File: src/hw/dispatch_cfg_pkg.sv
`default_nettype none

package dispatch_cfg_pkg;

   // ==========================================================================
   // Datapath
   // ==========================================================================

   localparam int XLEN        = 32;   // Operand and result width

   // Architectural register file
   localparam int ARCH_REGS   = 32;
   localparam int ARCH_ADDR_W = 5;

   // ==========================================================================
   // Reorder buffer and station
   // ==========================================================================

   // Tags are plain ROB indices
   localparam int ROB_DEPTH   = 32;
   localparam int ROB_IDX_W   = 5;

   // Renamed operand address
   localparam int PHYS_ADDR_W = 6;    // MSB set selects the ROB

   localparam int RS_DEPTH    = 4;    // Entries in the single station
   localparam int RS_IDX_W    = 2;

endpackage

`default_nettype wire

File: src/hw/dispatch_types_pkg.sv
`default_nettype none

package dispatch_types_pkg;

   import dispatch_cfg_pkg::*;

   // ==========================================================================
   // Encodings
   // ==========================================================================

   typedef enum logic [2:0] {
      ALU_ADD = 3'd0,
      ALU_SUB = 3'd1,
      ALU_AND = 3'd2,
      ALU_OR  = 3'd3,
      ALU_XOR = 3'd4
   } alu_op_e;

   typedef enum logic [1:0] {
      ROB_FREE    = 2'd0,
      ROB_WAITING = 2'd1,   // Allocated, result outstanding
      ROB_DONE    = 2'd2    // Result seen on the CDB
   } rob_state_e;

   // ==========================================================================
   // Bundles between blocks
   // ==========================================================================

   typedef struct packed {
      logic                   in_rob;   // Index names a ROB entry
      logic [PHYS_ADDR_W-2:0] idx;
   } phys_addr_t;

   // Issue stage request
   typedef struct packed {
      alu_op_e                op;
      phys_addr_t             src_a;
      phys_addr_t             src_b;
      logic [XLEN-1:0]        imm;
      logic                   use_imm;  // Immediate replaces operand B
      logic [ARCH_ADDR_W-1:0] rd;
   } dispatch_req_t;

   typedef struct packed {
      logic [XLEN-1:0] data;
      logic            done;
   } rob_read_t;

   // To the functional unit
   typedef struct packed {
      alu_op_e              op;
      logic [XLEN-1:0]      operand_a;
      logic [XLEN-1:0]      operand_b;
      logic [ROB_IDX_W-1:0] rob_idx;    // Tag returned on the CDB
   } exec_req_t;

   typedef struct packed {
      logic                 valid;
      logic [ROB_IDX_W-1:0] rob_idx;
      logic [XLEN-1:0]      data;
   } cdb_t;

   typedef struct packed {
      logic                   valid;
      logic [ARCH_ADDR_W-1:0] rd;
      logic [XLEN-1:0]        data;
      logic [ROB_IDX_W-1:0]   rob_idx;
   } commit_t;

endpackage

`default_nettype wire

File: src/hw/arch_reg_file.sv
`default_nettype none

module arch_reg_file (
   input  wire                                     clk_i,
   input  wire                                     rst_n_i,
   input  wire [dispatch_cfg_pkg::ARCH_ADDR_W-1:0] rd_addr_a_i,
   input  wire [dispatch_cfg_pkg::ARCH_ADDR_W-1:0] rd_addr_b_i,
   output logic [dispatch_cfg_pkg::XLEN-1:0]       rd_data_a_o,
   output logic [dispatch_cfg_pkg::XLEN-1:0]       rd_data_b_o,
   input  wire dispatch_types_pkg::commit_t        commit_i
);

   import dispatch_cfg_pkg::*;
   import dispatch_types_pkg::*;

   logic [XLEN-1:0] regs_q [ARCH_REGS];   // Committed state

   // ==========================================================================
   // Commit write port
   // ==========================================================================

   always_ff @(posedge clk_i or negedge rst_n_i) begin
      if (!rst_n_i) begin
         for (int i = 0; i < ARCH_REGS; i++) begin
            regs_q[i] <= '0;
         end
      end else if (commit_i.valid && (commit_i.rd != '0)) begin
         regs_q[commit_i.rd] <= commit_i.data;   // Visible next cycle
      end
   end

   // Combinational reads
   // x0 forced to zero
   assign rd_data_a_o = (rd_addr_a_i == '0) ? '0 : regs_q[rd_addr_a_i];
   assign rd_data_b_o = (rd_addr_b_i == '0) ? '0 : regs_q[rd_addr_b_i];

endmodule

`default_nettype wire

File: src/hw/reorder_buffer.sv
`default_nettype none

module reorder_buffer (
   input  wire                                     clk_i,
   input  wire                                     rst_n_i,
   // Allocation from the station
   input  wire                                     alloc_i,
   input  wire [dispatch_cfg_pkg::ARCH_ADDR_W-1:0] alloc_rd_i,
   output logic [dispatch_cfg_pkg::ROB_IDX_W-1:0]  tail_idx_o,
   output logic                                    full_o,
   // Operand read ports
   input  wire [dispatch_cfg_pkg::ROB_IDX_W-1:0]   read_idx_a_i,
   input  wire [dispatch_cfg_pkg::ROB_IDX_W-1:0]   read_idx_b_i,
   output dispatch_types_pkg::rob_read_t           read_a_o,
   output dispatch_types_pkg::rob_read_t           read_b_o,
   // Results and retirement
   input  wire dispatch_types_pkg::cdb_t           cdb_i,
   output dispatch_types_pkg::commit_t             commit_o
);

   import dispatch_cfg_pkg::*;
   import dispatch_types_pkg::*;

   rob_state_e             state_q [ROB_DEPTH];
   logic [ARCH_ADDR_W-1:0] rd_q    [ROB_DEPTH];   // Destination per entry
   logic [XLEN-1:0]        data_q  [ROB_DEPTH];   // Result per entry
   logic [ROB_IDX_W-1:0]   head_q;                // Oldest uncommitted
   logic [ROB_IDX_W-1:0]   tail_q;                // Next to allocate
   logic [ROB_IDX_W:0]     count_q;
   logic                   cdb_hit;
   logic                   commit_fire;

   assign tail_idx_o = tail_q;
   assign full_o     = (count_q == (ROB_IDX_W+1)'(ROB_DEPTH));

   // Only a waiting entry takes a result
   assign cdb_hit     = cdb_i.valid && (state_q[cdb_i.rob_idx] == ROB_WAITING);
   assign commit_fire = (state_q[head_q] == ROB_DONE);

   // ==========================================================================
   // Operand reads
   // ==========================================================================

   // Freed entries still report done with their old data
   always_comb begin
      read_a_o.data = data_q[read_idx_a_i];
      read_a_o.done = (state_q[read_idx_a_i] != ROB_WAITING);
      read_b_o.data = data_q[read_idx_b_i];
      read_b_o.done = (state_q[read_idx_b_i] != ROB_WAITING);
   end

   // In-order retirement
   always_comb begin
      commit_o.valid   = commit_fire;
      commit_o.rd      = rd_q[head_q];
      commit_o.data    = data_q[head_q];
      commit_o.rob_idx = head_q;
   end

   // ==========================================================================
   // Entry state and pointers
   // ==========================================================================

   always_ff @(posedge clk_i or negedge rst_n_i) begin
      if (!rst_n_i) begin
         head_q  <= '0;
         tail_q  <= '0;
         count_q <= '0;
         for (int i = 0; i < ROB_DEPTH; i++) begin
            state_q[i] <= ROB_FREE;
         end
      end else begin
         if (commit_fire) begin
            state_q[head_q] <= ROB_FREE;
            head_q          <= head_q + 1'b1;   // Wraps at ROB_DEPTH
         end
         if (cdb_hit) begin
            state_q[cdb_i.rob_idx] <= ROB_DONE;
         end
         // Tail never meets a busy entry since the station checks full
         if (alloc_i) begin
            state_q[tail_q] <= ROB_WAITING;
            tail_q          <= tail_q + 1'b1;
         end
         count_q <= count_q + (ROB_IDX_W+1)'(alloc_i) - (ROB_IDX_W+1)'(commit_fire);
      end
   end

   // Payload
   always_ff @(posedge clk_i) begin
      if (alloc_i) begin
         rd_q[tail_q] <= alloc_rd_i;
      end
      if (cdb_hit) begin
         data_q[cdb_i.rob_idx] <= cdb_i.data;
      end
   end

endmodule

`default_nettype wire

File: src/hw/reservation_station.sv
`default_nettype none

module reservation_station (
   input  wire                                    clk_i,
   input  wire                                    rst_n_i,
   // Dispatch handshake from the issue stage
   input  wire                                    dispatch_valid_i,
   input  wire dispatch_types_pkg::dispatch_req_t dispatch_req_i,
   output logic                                   dispatch_ready_o,
   // ROB allocation
   input  wire                                    rob_full_i,
   input  wire [dispatch_cfg_pkg::ROB_IDX_W-1:0]  tail_idx_i,
   output logic                                   alloc_o,
   // Operand sources
   input  wire [dispatch_cfg_pkg::XLEN-1:0]       rf_data_a_i,
   input  wire [dispatch_cfg_pkg::XLEN-1:0]       rf_data_b_i,
   input  wire dispatch_types_pkg::rob_read_t     rob_a_i,
   input  wire dispatch_types_pkg::rob_read_t     rob_b_i,
   input  wire dispatch_types_pkg::cdb_t          cdb_i,
   // Issue handshake to the functional unit
   output logic                                   exec_valid_o,
   output dispatch_types_pkg::exec_req_t          exec_req_o,
   input  wire                                    exec_ready_i
);

   import dispatch_cfg_pkg::*;
   import dispatch_types_pkg::*;

   // Operand slot, value valid when rdy
   typedef struct packed {
      logic                 rdy;
      logic [ROB_IDX_W-1:0] tag;
      logic [XLEN-1:0]      val;
   } opnd_t;

   typedef struct packed {
      alu_op_e              op;
      opnd_t                a;
      opnd_t                b;
      logic [ROB_IDX_W-1:0] rob_idx;   // Own tag
   } rs_entry_t;

   logic [RS_DEPTH-1:0] valid_q;
   rs_entry_t           ent_q [RS_DEPTH];
   rs_entry_t           new_ent;
   logic                up_q;          // Set once out of reset
   logic                lock_q;        // Offer stalled last cycle
   logic [RS_IDX_W-1:0] lock_idx_q;
   logic                free_found;
   logic [RS_IDX_W-1:0] free_idx;
   logic                sel_found;
   logic [RS_IDX_W-1:0] sel_idx;
   logic                issue_fire;

   // ==========================================================================
   // Operand combining
   // ==========================================================================

   // Register file, done ROB entry, CDB bypass, else wait on the tag
   function automatic opnd_t resolve(input phys_addr_t src, input logic [XLEN-1:0] rf_data,
                                     input rob_read_t rob, input cdb_t cdb);
      opnd_t o;
      o.tag = src.idx;
      o.rdy = 1'b1;
      if (!src.in_rob) begin
         o.val = rf_data;
      end else if (rob.done) begin
         o.val = rob.data;
      end else if (cdb.valid && (cdb.rob_idx == src.idx)) begin
         o.val = cdb.data;
      end else begin
         o.rdy = 1'b0;
         o.val = '0;
      end
      return o;
   endfunction

   // CDB snoop for a stored operand
   function automatic opnd_t wake(input opnd_t o, input cdb_t cdb);
      opnd_t w;
      w = o;
      if (!o.rdy && cdb.valid && (cdb.rob_idx == o.tag)) begin
         w.rdy = 1'b1;
         w.val = cdb.data;
      end
      return w;
   endfunction

   always_comb begin
      new_ent.op      = dispatch_req_i.op;
      new_ent.a       = resolve(dispatch_req_i.src_a, rf_data_a_i, rob_a_i, cdb_i);
      new_ent.b       = resolve(dispatch_req_i.src_b, rf_data_b_i, rob_b_i, cdb_i);
      new_ent.rob_idx = tail_idx_i;
      if (dispatch_req_i.use_imm) begin
         new_ent.b.rdy = 1'b1;
         new_ent.b.val = dispatch_req_i.imm;
      end
   end

   // ==========================================================================
   // Dispatch side
   // ==========================================================================

   // Lowest free slot
   always_comb begin
      free_found = 1'b0;
      free_idx   = '0;
      for (int i = RS_DEPTH-1; i >= 0; i--) begin
         if (!valid_q[i]) begin
            free_found = 1'b1;
            free_idx   = RS_IDX_W'(i);
         end
      end
   end

   assign dispatch_ready_o = up_q && free_found && !rob_full_i;   // Independent of valid
   assign alloc_o          = dispatch_valid_i && dispatch_ready_o;

   // ==========================================================================
   // Issue side
   // ==========================================================================

   // Lowest ready entry unless an offer is pending
   always_comb begin
      sel_found = 1'b0;
      sel_idx   = '0;
      for (int i = RS_DEPTH-1; i >= 0; i--) begin
         if (valid_q[i] && ent_q[i].a.rdy && ent_q[i].b.rdy) begin
            sel_found = 1'b1;
            sel_idx   = RS_IDX_W'(i);
         end
      end
      if (lock_q) begin
         sel_found = 1'b1;          // Held entry stays ready
         sel_idx   = lock_idx_q;
      end
   end

   assign exec_valid_o = sel_found;
   assign issue_fire   = exec_valid_o && exec_ready_i;

   always_comb begin
      exec_req_o.op        = ent_q[sel_idx].op;
      exec_req_o.operand_a = ent_q[sel_idx].a.val;
      exec_req_o.operand_b = ent_q[sel_idx].b.val;
      exec_req_o.rob_idx   = ent_q[sel_idx].rob_idx;
   end

   always_ff @(posedge clk_i or negedge rst_n_i) begin
      if (!rst_n_i) begin
         valid_q    <= '0;
         up_q       <= 1'b0;
         lock_q     <= 1'b0;
         lock_idx_q <= '0;
      end else begin
         up_q       <= 1'b1;
         lock_q     <= exec_valid_o && !exec_ready_i;
         lock_idx_q <= sel_idx;
         if (issue_fire) begin
            valid_q[sel_idx] <= 1'b0;
         end
         if (alloc_o) begin
            valid_q[free_idx] <= 1'b1;    // Never the slot being issued
         end
      end
   end

   // Wakeup then fill
   always_ff @(posedge clk_i) begin
      for (int i = 0; i < RS_DEPTH; i++) begin
         ent_q[i].a <= wake(ent_q[i].a, cdb_i);
         ent_q[i].b <= wake(ent_q[i].b, cdb_i);
      end
      if (alloc_o) begin
         ent_q[free_idx] <= new_ent;
      end
   end

endmodule

`default_nettype wire

File: src/hw/dispatch_stage.sv
`default_nettype none

module dispatch_stage (
   input  wire                                    clk_i,
   input  wire                                    rst_n_i,
   // Issue stage
   input  wire                                    dispatch_valid_i,
   input  wire dispatch_types_pkg::dispatch_req_t dispatch_req_i,
   output logic                                   dispatch_ready_o,
   // Functional unit
   output logic                                   exec_valid_o,
   output dispatch_types_pkg::exec_req_t          exec_req_o,
   input  wire                                    exec_ready_i,
   input  wire dispatch_types_pkg::cdb_t          cdb_i,
   // Retirement
   output dispatch_types_pkg::commit_t            commit_o
);

   import dispatch_cfg_pkg::*;
   import dispatch_types_pkg::*;

   logic [XLEN-1:0]      rf_data_a;
   logic [XLEN-1:0]      rf_data_b;
   rob_read_t            rob_read_a;
   rob_read_t            rob_read_b;
   logic [ROB_IDX_W-1:0] tail_idx;
   logic                 rob_full;
   logic                 alloc;

   // ==========================================================================
   // Operand sources
   // ==========================================================================

   // Both read with the same low index bits
   arch_reg_file u_arch_reg_file (
      .clk_i       (clk_i),
      .rst_n_i     (rst_n_i),
      .rd_addr_a_i (dispatch_req_i.src_a.idx),
      .rd_addr_b_i (dispatch_req_i.src_b.idx),
      .rd_data_a_o (rf_data_a),
      .rd_data_b_o (rf_data_b),
      .commit_i    (commit_o)       // Written on every commit
   );

   reorder_buffer u_reorder_buffer (
      .clk_i        (clk_i),
      .rst_n_i      (rst_n_i),
      .alloc_i      (alloc),
      .alloc_rd_i   (dispatch_req_i.rd),
      .tail_idx_o   (tail_idx),
      .full_o       (rob_full),
      .read_idx_a_i (dispatch_req_i.src_a.idx),
      .read_idx_b_i (dispatch_req_i.src_b.idx),
      .read_a_o     (rob_read_a),
      .read_b_o     (rob_read_b),
      .cdb_i        (cdb_i),
      .commit_o     (commit_o)
   );

   // ==========================================================================
   // Scheduling
   // ==========================================================================

   reservation_station u_reservation_station (
      .clk_i            (clk_i),
      .rst_n_i          (rst_n_i),
      .dispatch_valid_i (dispatch_valid_i),
      .dispatch_req_i   (dispatch_req_i),
      .dispatch_ready_o (dispatch_ready_o),
      .rob_full_i       (rob_full),
      .tail_idx_i       (tail_idx),
      .alloc_o          (alloc),
      .rf_data_a_i      (rf_data_a),
      .rf_data_b_i      (rf_data_b),
      .rob_a_i          (rob_read_a),
      .rob_b_i          (rob_read_b),
      .cdb_i            (cdb_i),      // Same pulse as the ROB sees
      .exec_valid_o     (exec_valid_o),
      .exec_req_o       (exec_req_o),
      .exec_ready_i     (exec_ready_i)
   );

endmodule

`default_nettype wire

File: config.mk
export PLATFORM = sky130hd
export DESIGN_NAME = dispatch_stage
export DESIGN_NICKNAME = d
export VERILOG_FILES = /design/src/hw/dispatch_cfg_pkg.sv /design/src/hw/dispatch_types_pkg.sv /design/src/hw/arch_reg_file.sv /design/src/hw/reorder_buffer.sv /design/src/hw/reservation_station.sv /design/src/hw/dispatch_stage.sv
export SDC_FILE = /design/constraint.sdc
export NUM_CORES = 2
export LEC_CHECK = 0
export BUFFER_PORTS_ARGS = -buffer_cell sky130_fd_sc_hd__buf_2
export CAP_MARGIN = 30
export CORE_AREA = 2 2 441 661
export DETAILED_ROUTE_END_ITERATION = 6
export DIE_AREA = 0 0 443 663
export GPL_TIMING_DRIVEN = 0
export PLACE_DENSITY_LB_ADDON = 0.2
export SLEW_MARGIN = 20
export SYNTH_ARGS = -nofsm -noshare
export SYNTH_HDL_FRONTEND = slang
export SYNTH_HIERARCHICAL = 1
export SYNTH_SLANG_ARGS = --single-unit
File: constraint.sdc
create_clock -name clk_i -period 6.9 [get_ports clk_i]
set_input_delay 0.345 -clock clk_i [delete_from_list [all_inputs] [get_ports clk_i]]
set_output_delay 0.345 -clock clk_i [all_outputs]
set_load 0.005 [all_outputs]
# Word-level counts from Yosys, hierarchy flattened
# Memory sizes are Yosys's and may differ from the RTL's.
# Cells that the tools add are included.
dict set report word_totals {
  inputBits 95
  ramBits 1520
  out_inout_bits 117
  regBits 1112
  elab_cells 266
  mem_count 3
}
dict set report op_classes {
  addsub 4
  order_cmp 14
  muxes 90
  n_bitwise 17
  reduce_logical 52
  eq_ne 15
}
# name words word_bits read_ports rd_ports_with_merged_regs wr line_no
set memory_table {}
lappend memory_table {u_reorder_buffer.data_q 32 32 3 0 1 reorder_buffer.sv:26} ;# logic [XLEN-1:0] data_q [ROB_DEPTH];
lappend memory_table {u_reservation_station.ent_q 4 84 5 0 5 reservation_station.sv:44} ;# rs_entry_t ent_q [RS_DEPTH];
lappend memory_table {u_reorder_buffer.rd_q 32 5 1 0 1 reorder_buffer.sv:25} ;# logic [ARCH_ADDR_W-1:0] rd_q [ROB_DEPTH];
# operator n
set op_table {}
lappend op_table {{bitwise mux 1024 bit} 1}
lappend op_table {{two-way mux 32 bit} 22}
lappend op_table {{binary-select mux 32 bit (select 5 bit)} 2}
lappend op_table {{two-way mux 64 bit} 3}
lappend op_table {{demux 32 bit (select 5 bit)} 1}
lappend op_table {{AND 32 bit} 2}
lappend op_table {{AND 64 bit} 1}
lappend op_table {{inverter 32 bit} 2}
lappend op_table {{inverter 64 bit} 1}
lappend op_table {{bitwise OR 32 bit} 2}
lappend op_table {{equality test 5 bit} 10}
lappend op_table {{binary-select mux 2 bit (select 5 bit)} 4}
lappend op_table {{two-way mux 2 bit} 20}
lappend op_table {{logical AND 1 bit} 39}
lappend op_table {{>= comparator 6 bit (second input constant)} 6}
lappend op_table {{inverter 5 -> 6 bit} 6}
lappend op_table {{demux 2 bit (select 5 bit)} 3}
lappend op_table {{two-way mux 1 bit} 30}
lappend op_table {{< comparator 6 x 1 -> 1 bit (second input constant)} 4}
lappend op_table {{adder 5 x 1 -> 5 bit (second input constant)} 2}
lappend op_table {{zero test 1 bit} 10}
lappend op_table {{zero test 5 bit} 2}
lappend op_table {{two-way mux 4 bit} 2}
lappend op_table {{adder 6 x 1 -> 6 bit} 1}
lappend op_table {{12 further kinds} 16}

# Depth between registers and ports, before layout
dict set report depth {
  depth_word 16
  mapped_depth 16
  ltp_nobuf 13
}

# By module
# Netlist, hierarchy kept.
# module cells_each seq_area_each_um2 instances area_per_inst_um2
set by_module_without_submodules {}
lappend by_module_without_submodules {reorder_buffer 3278 37556.0 1 66189.7}
lappend by_module_without_submodules {arch_reg_file 3621 25624.6 1 54369.6}
lappend by_module_without_submodules {reservation_station 2268 10209.8 1 22685.5}

# Worst setup path after synthesis
# OpenSTA, ideal clock, no wires.
dict set report synth_timing {
  kind {in2reg}
  startpoint {input cdb_i[32] (netlist bit)}
  endpoint {register u_reorder_buffer/state_q[32] (netlist bit)}
  t_required_ps 6647
  path_stages 8
  setup_slack_ps 2043
  setup_time_ps 253
  t_arrival_ps 4605
  path_buffers 3
  path_cell_list {clkbuf_1 > clkbuf_1 > mux4_2 > a21oi_1 > o211ai_2 > clkbuf_1 > nor3_1 > o21ai_0}
}
dict set report synth_via {
  elab_chain_cells 10
  elab_cells_between_ends 16
  classes_between {order compare: 2; eq/ne: 1; mux: 7; bitwise: 4; reduce/logical: 2}
}
# element line_no
set synth_rtl {}
lappend synth_rtl {{start: declaration} dispatch_stage.sv:14} ;# input wire dispatch_types_pkg::cdb_t cdb_i,
lappend synth_rtl {{inverter 5 -> 6 bit (not written as such) *} {reorder_buffer.sv:37, reorder_buffer.sv:78}}
lappend synth_rtl {{>= comparator 6 bit (not written as such) / < comparator 6 x 1 -> 1 bit (equally long branches)} reorder_buffer.sv:78} ;# state_q[cdb_i.rob_idx] <= ROB_DONE;
lappend synth_rtl {{logical AND 1 bit (not written as such)} reorder_buffer.sv:78}
lappend synth_rtl {{two-way mux 2 bit (not written as such)} reorder_buffer.sv:78}
lappend synth_rtl {{demux 2 bit (select 5 bit)} reorder_buffer.sv:78}
lappend synth_rtl {{inverter 32 bit (no line)} -}
lappend synth_rtl {{AND 32 bit (no line)} -}
lappend synth_rtl {{two-way mux 64 bit *} reorder_buffer.sv:77} ;# if (cdb_hit) begin
lappend synth_rtl {{bitwise OR 32 bit (no line)} -}
lappend synth_rtl {{two-way mux 64 bit *} reorder_buffer.sv:81} ;# if (alloc_i) begin
lappend synth_rtl {{end signal: indexed assignment} reorder_buffer.sv:74} ;# state_q[head_q] <= ROB_FREE;
lappend synth_rtl {{end signal: indexed assignment} reorder_buffer.sv:78}
lappend synth_rtl {{end signal: indexed assignment} reorder_buffer.sv:82} ;# state_q[tail_q] <= ROB_WAITING;
lappend synth_rtl {{end: declaration} reorder_buffer.sv:24} ;# rob_state_e state_q [ROB_DEPTH];
# Mark *: on every way between the ends. The rest lies on a longest branch, timed or not. The select of a mux whose other input is x is not followed.
# A chain may end at the register's enable or synchronous reset.

==> flow_summary_export.csv <==
group,metric,value,unit
timing,skew,0.0867,ns
clocking,cts_buffers,281,
placed_design,dp_cells,13412,
global_route,antenna_found_initial,60,
timing,finalHoldViolCount,0,
timing,finalCriticalPeriod,7.11,ns
detailed_routing,wl,662000,um
layout,nNetsFinal,10076,
global_route,track_usage,0.446,
global_route,grt_overflow,0,
die,io_pins,212,
setup_path,end_kind,"register",
pwr,p_leak,61.1,nW
pwr,ir_worst_vdd,278,uV
pwr,seqPwrFrac,0.344,
layout,seq_area,73400,um2
layout,area_growth_syn_to_layout,13.8,%
timing,post-route-period-util,1.03,
layout,drive_gt1_frac,0.408,
setup_path,crit_family,"buffers and inverters",
pwr,p_int,35.3,mW
global_route,grt_pass1_wl,890000,um
status,status,"finished, violations left",
yosys,synthesis.nets,9279,
placed_design,dp_hpwl,499000,um
pwr,powerDensity,357,nW/um2
detailed_routing,drtAntennaViolNets,0,
setup_path,crit_path_max_fanout,10,
detailed_routing,drt_iter0_drc,14964,
clocking,clkTransAtPathRegs,0.06,ns
timing,rsz0062_at_grt,"yes",
die,fp.dieArea,294000,um2
setup_path,reg2reg_depth,14,
pwr,p_switching,22.9,mW
layout,nFillCells,22765,
timing,setup_violations,119,
pwr,pwr-share-comb,0.388,
yosys,ys_seq_area_frac,0.512,
timing,final_max_slew_viol_count,0,
detailed_routing,num_vias,106569,
detailed_routing,viasPerCell,7.61,
clocking,cts_sinks,2632,
clocking,clock_latency,0.94,ns
global_route,grt_pass1_vias,107566,
timing,hold_slack,0.0267,ns
pwr,p_sw_frac,0.393,
pwr,total_power,58.3,mW
layout,multi_input_area,65600,um2
die,initial_core_util,0.496,
setup_path,setup.worst_path.class,"in2reg",
yosys,ys.flop_type,"edfxtp_1",
setup_path,r2r_end,"u_arch_reg_file/regs_q[585]$_DFFE_PN0P_",
hold_path,worstHoldPathType,"in2async",
detailed_routing,top_layer,"met5",
layout,final_cells,13998,
setup_path,path_common_cell,"clkbuf_1",
die,die_y,663,um
clocking,cts_buffer_depth,4,
die,row_count,242,
status,violations,"design-rule violations, negative setup slack",
die,die_width,443,um
global_route,grt_max_degree,140,
detailed_routing,route.met2.wl,307000,um
pwr,clock_power_share,0.269,
yosys,synth_edf_count,1512,
yosys,synth.ff_latch_count,2632,
detailed_routing,wl_per_cell,47.3,um
timing,clock.fmax,141,MHz
yosys,ys_warn_count,6,
detailed_routing,met1Wirelength,195000,um
setup_path,cp_cell_sequence,"dlygate4sd3_1, buf_2, clkbuf_1, clkbuf_1, clkbuf_1, mux4_2, nor2_1, a21oi_1, and2_1, clkbuf_1, clkbuf_1, a21oi_1, o22ai_1",
timing,tns,-7.62,ns
timing,setup_ws,-0.212,ns
setup_path,cp-start-kind,"input port",
timing,worst_pin_slew,1.20,ns
yosys,async_reset_ff_frac,0.422,
setup_path,rrSetupSlack,-0.15,ns
clocking,clk_root_buffer_cell,"clkbuf_16",
placed_design,place_congestion,1.05,
detailed_routing,drc_errors,13,
setup_path,slowest_delay,0.89,ns
detailed_routing,route.met3.wl,72100,um
setup_path,crit_arrival,7.73,ns
yosys,syn_inst,9167,
clocking,cts_tree,"yes",
yosys,ys_types,94,
yosys,syn-mean-instance-area,15.6,um2
placed_design,placed_cell_area,153000,um2
layout,design_area,163000,um2
placed_design,port_buffers,208,
setup_path,required,7.52,ns
flow_run,cap_viol_max_count,0,
yosys,syn_area,143000,um2
setup_path,worstPathBufferInverterCount,7,
clocking,htreeDepth,5,
detailed_routing,drtPass1Iterations,7,
setup_path,critPathSlowestCell,"clkbuf_1",
die,core,289000,um2
setup_path,reg2reg_from,"u_reorder_buffer/head_q[0]$_DFFE_PN0N_",
timing,relSlewSlack,0.201,
through the flow:
stage | setup slack (ns) | utilization
finish | -0.212 | 0.565
global route | 0.0182 | 0.565
CTS | -0.00959 | 0.564
detailed placement | -0.795 | 0.531
global placement | -18.83 | 0.516
floorplan | 2.04 | -
worst register-to-register path, delay by kind of cell, from the launching register on:
kind	cells	cell delay (ns)
buffers and inverters	8	3.54
muxes	2	1.07
and+or+nand+nor	2	1.04
AOI/OAI and AO/OA	2	0.93
DFF	1	0.39
cells by family (layout without fill, tap and decap cells):
family | after synthesis | count (layout) | share of synthesized area
XOR/XNOR | 60 | 60 | 0.00372
AO/OA/AOI/OAI | 1475 | 1475 | 0.0754
adder cells (fa/ha/maj) | 17 | 17 | 0.00154
AND/OR/NAND/NOR | 996 | 996 | 0.0375
flip-flops | 2632 | 2632 | 0.512
buffers and inverters | 1105 | 2108 | 0.0326
multiplexers | 2881 | 2881 | 0.337
other | 1 | 47 | 0.0000262
layout make-up:
| type | count | area share |
|---|---|---|
| plain buffers | 1014 | 0.0279 |
| flip-flops and latches | 2632 | 0.450 |
| clock inverters | 113 | 0.00684 |
| clock buffers | 376 | 0.0495 |
| repair buffers | 515 | 0.0308 |
| inverters | 90 | 0.00241 |
| diodes | 46 | 0.000706 |
| multi-input cells | 5430 | 0.403 |
| well taps | 3782 | 0.0290 |
flip-flops by register name, summed over array words and instances, names as in the netlist:
| signal | count |
|---|---|
| u_arch_reg_file/regs_q | 1024 |
| u_reorder_buffer/count_q | 6 |
| u_reorder_buffer/data_q | 1024 |
| u_reorder_buffer/head_q | 5 |
| u_reorder_buffer/rd_q | 160 |
| u_reorder_buffer/state_q | 64 |
| u_reorder_buffer/tail_idx_o | 5 |
| u_reservation_station/ent_q | 336 |
| u_reservation_station/lock_idx_q | 2 |
| u_reservation_station/lock_q | 1 |
| u_reservation_station/up_q | 1 |
| u_reservation_station/valid_q | 4 |
how the worst max path moves through the flow:
stage                                      startpoint                                           end  slack, ns  cells after the start
5_1_grt        u_reorder_buffer/head_q[0]$_DFFE_PN0N_       u_arch_reg_file/regs_q[585]$_DFFE_PN0P_       0.02                     14
6_report                           dispatch_req_i[45]  u_reservation_station/ent_q[1][63]$_DFFE_PP_      -0.21                     13
4_1_cts        u_reorder_buffer/head_q[0]$_DFFE_PN0N_       u_arch_reg_file/regs_q[709]$_DFFE_PN0P_      -0.01                     15
2_1_floorplan                               cdb_i[32]        u_reorder_buffer/state_q[32]$_DFF_PN0_       2.04                      8
3_3_place_gp                                  rst_n_i       u_arch_reg_file/regs_q[167]$_DFFE_PN0P_     -18.83                      1
3_5_place_dp   u_reorder_buffer/head_q[1]$_DFFE_PN0N_       u_arch_reg_file/regs_q[646]$_DFFE_PN0P_      -0.80                     14
per-layer routing:
metal / vias up / track usage
met3: 3369 / 0.139
met2: 8651 / 0.704
met4: 34 / 0.471
li1: 39580 / -
met5: - / 0.000491
met1: 54935 / 0.452
power groups by stage:
stage          combinational, mW  sequential [mW]  clock [mW]
6_report                    22.6             20.0        15.7
5_1_grt                     22.9             20.1        16.3
4_1_cts                     21.4             19.9        15.7
3_5_place_dp                21.2             20.2           0
3_3_place_gp                20.4             20.1           0
2_1_floorplan               11.6             19.6           0
cell usage in the layout (no fill, tap or decap), types with 46 or more instances in the layout:
cell type and instances:
a21oi_1 72, o2111ai_1 186, buf_4 126, and3_1 149, mux4_2 1431, buf_6 92
nand3_1 117, clkbuf_1 560, inv_1 62, mux2i_1 241, dfrtp_1 1112, mux2_2 1197
clkbuf_2 104, o211ai_1 146, a22oi_1 179, o21ai_0 206, nor2_1 75, o22ai_1 139
diode_2 46, clkbuf_16 295, nor2b_1 153, nand2_1 235, buf_2 504, nand2b_1 68
a211oi_1 65, edfxtp_1 1512, a41oi_1 152, a221oi_1 46
Yosys cell counts, types with 14 or more instances:
master / number / area (um2)
edfxtp_1: 1512 / 45400
mux4_2: 1431 / 32200
mux2_2: 1197 / 13500
dfrtp_1: 1112 / 27800
clkbuf_1: 622 / 2330
buf_2: 250 / 1250
mux2i_1: 241 / 2410
nand2_1: 236 / 886
o21ai_0: 212 / 1060
o2111ai_1: 190 / 1660
a22oi_1: 179 / 1340
nor2b_1: 155 / 970
a41oi_1: 152 / 1330
and3_1: 149 / 932
o211ai_1: 146 / 1100
o22ai_1: 139 / 870
nand3_1: 117 / 586
buf_1: 93 / 349
nor2_1: 93 / 349
a21oi_1: 89 / 445
inv_1: 86 / 323
nand2b_1: 68 / 425
a211oi_1: 65 / 488
a311oi_1: 64 / 561
a221oi_1: 46 / 403
xnor2_1: 42 / 368
a31oi_1: 40 / 250
buf_4: 40 / 300
nand4_1: 40 / 250
nor3_1: 31 / 155
o31ai_1: 23 / 173
or3_1: 23 / 144
o21ai_1: 19 / 95.1
o311ai_1: 18 / 158
xor2_1: 17 / 149
a21o_1: 16 / 120
ha_1: 16 / 200
or2_2: 16 / 100
o31a_1: 14 / 123
what timing repair did:
| item | 4_1_cts | 5_1_grt |
|---|---|---|
| gates resized for setup | 14 | 10 |
| buffers inserted | 2 | 5 |
| setup endpoints to repair | 937 | 790 |
| pin swaps | 1 | 3 |
| hold endpoints to repair | 528 | 15 |
| cloned | 0 | 0 |
| hold buffers | 27 | 2 |
(Power assumes the default switching activity.)
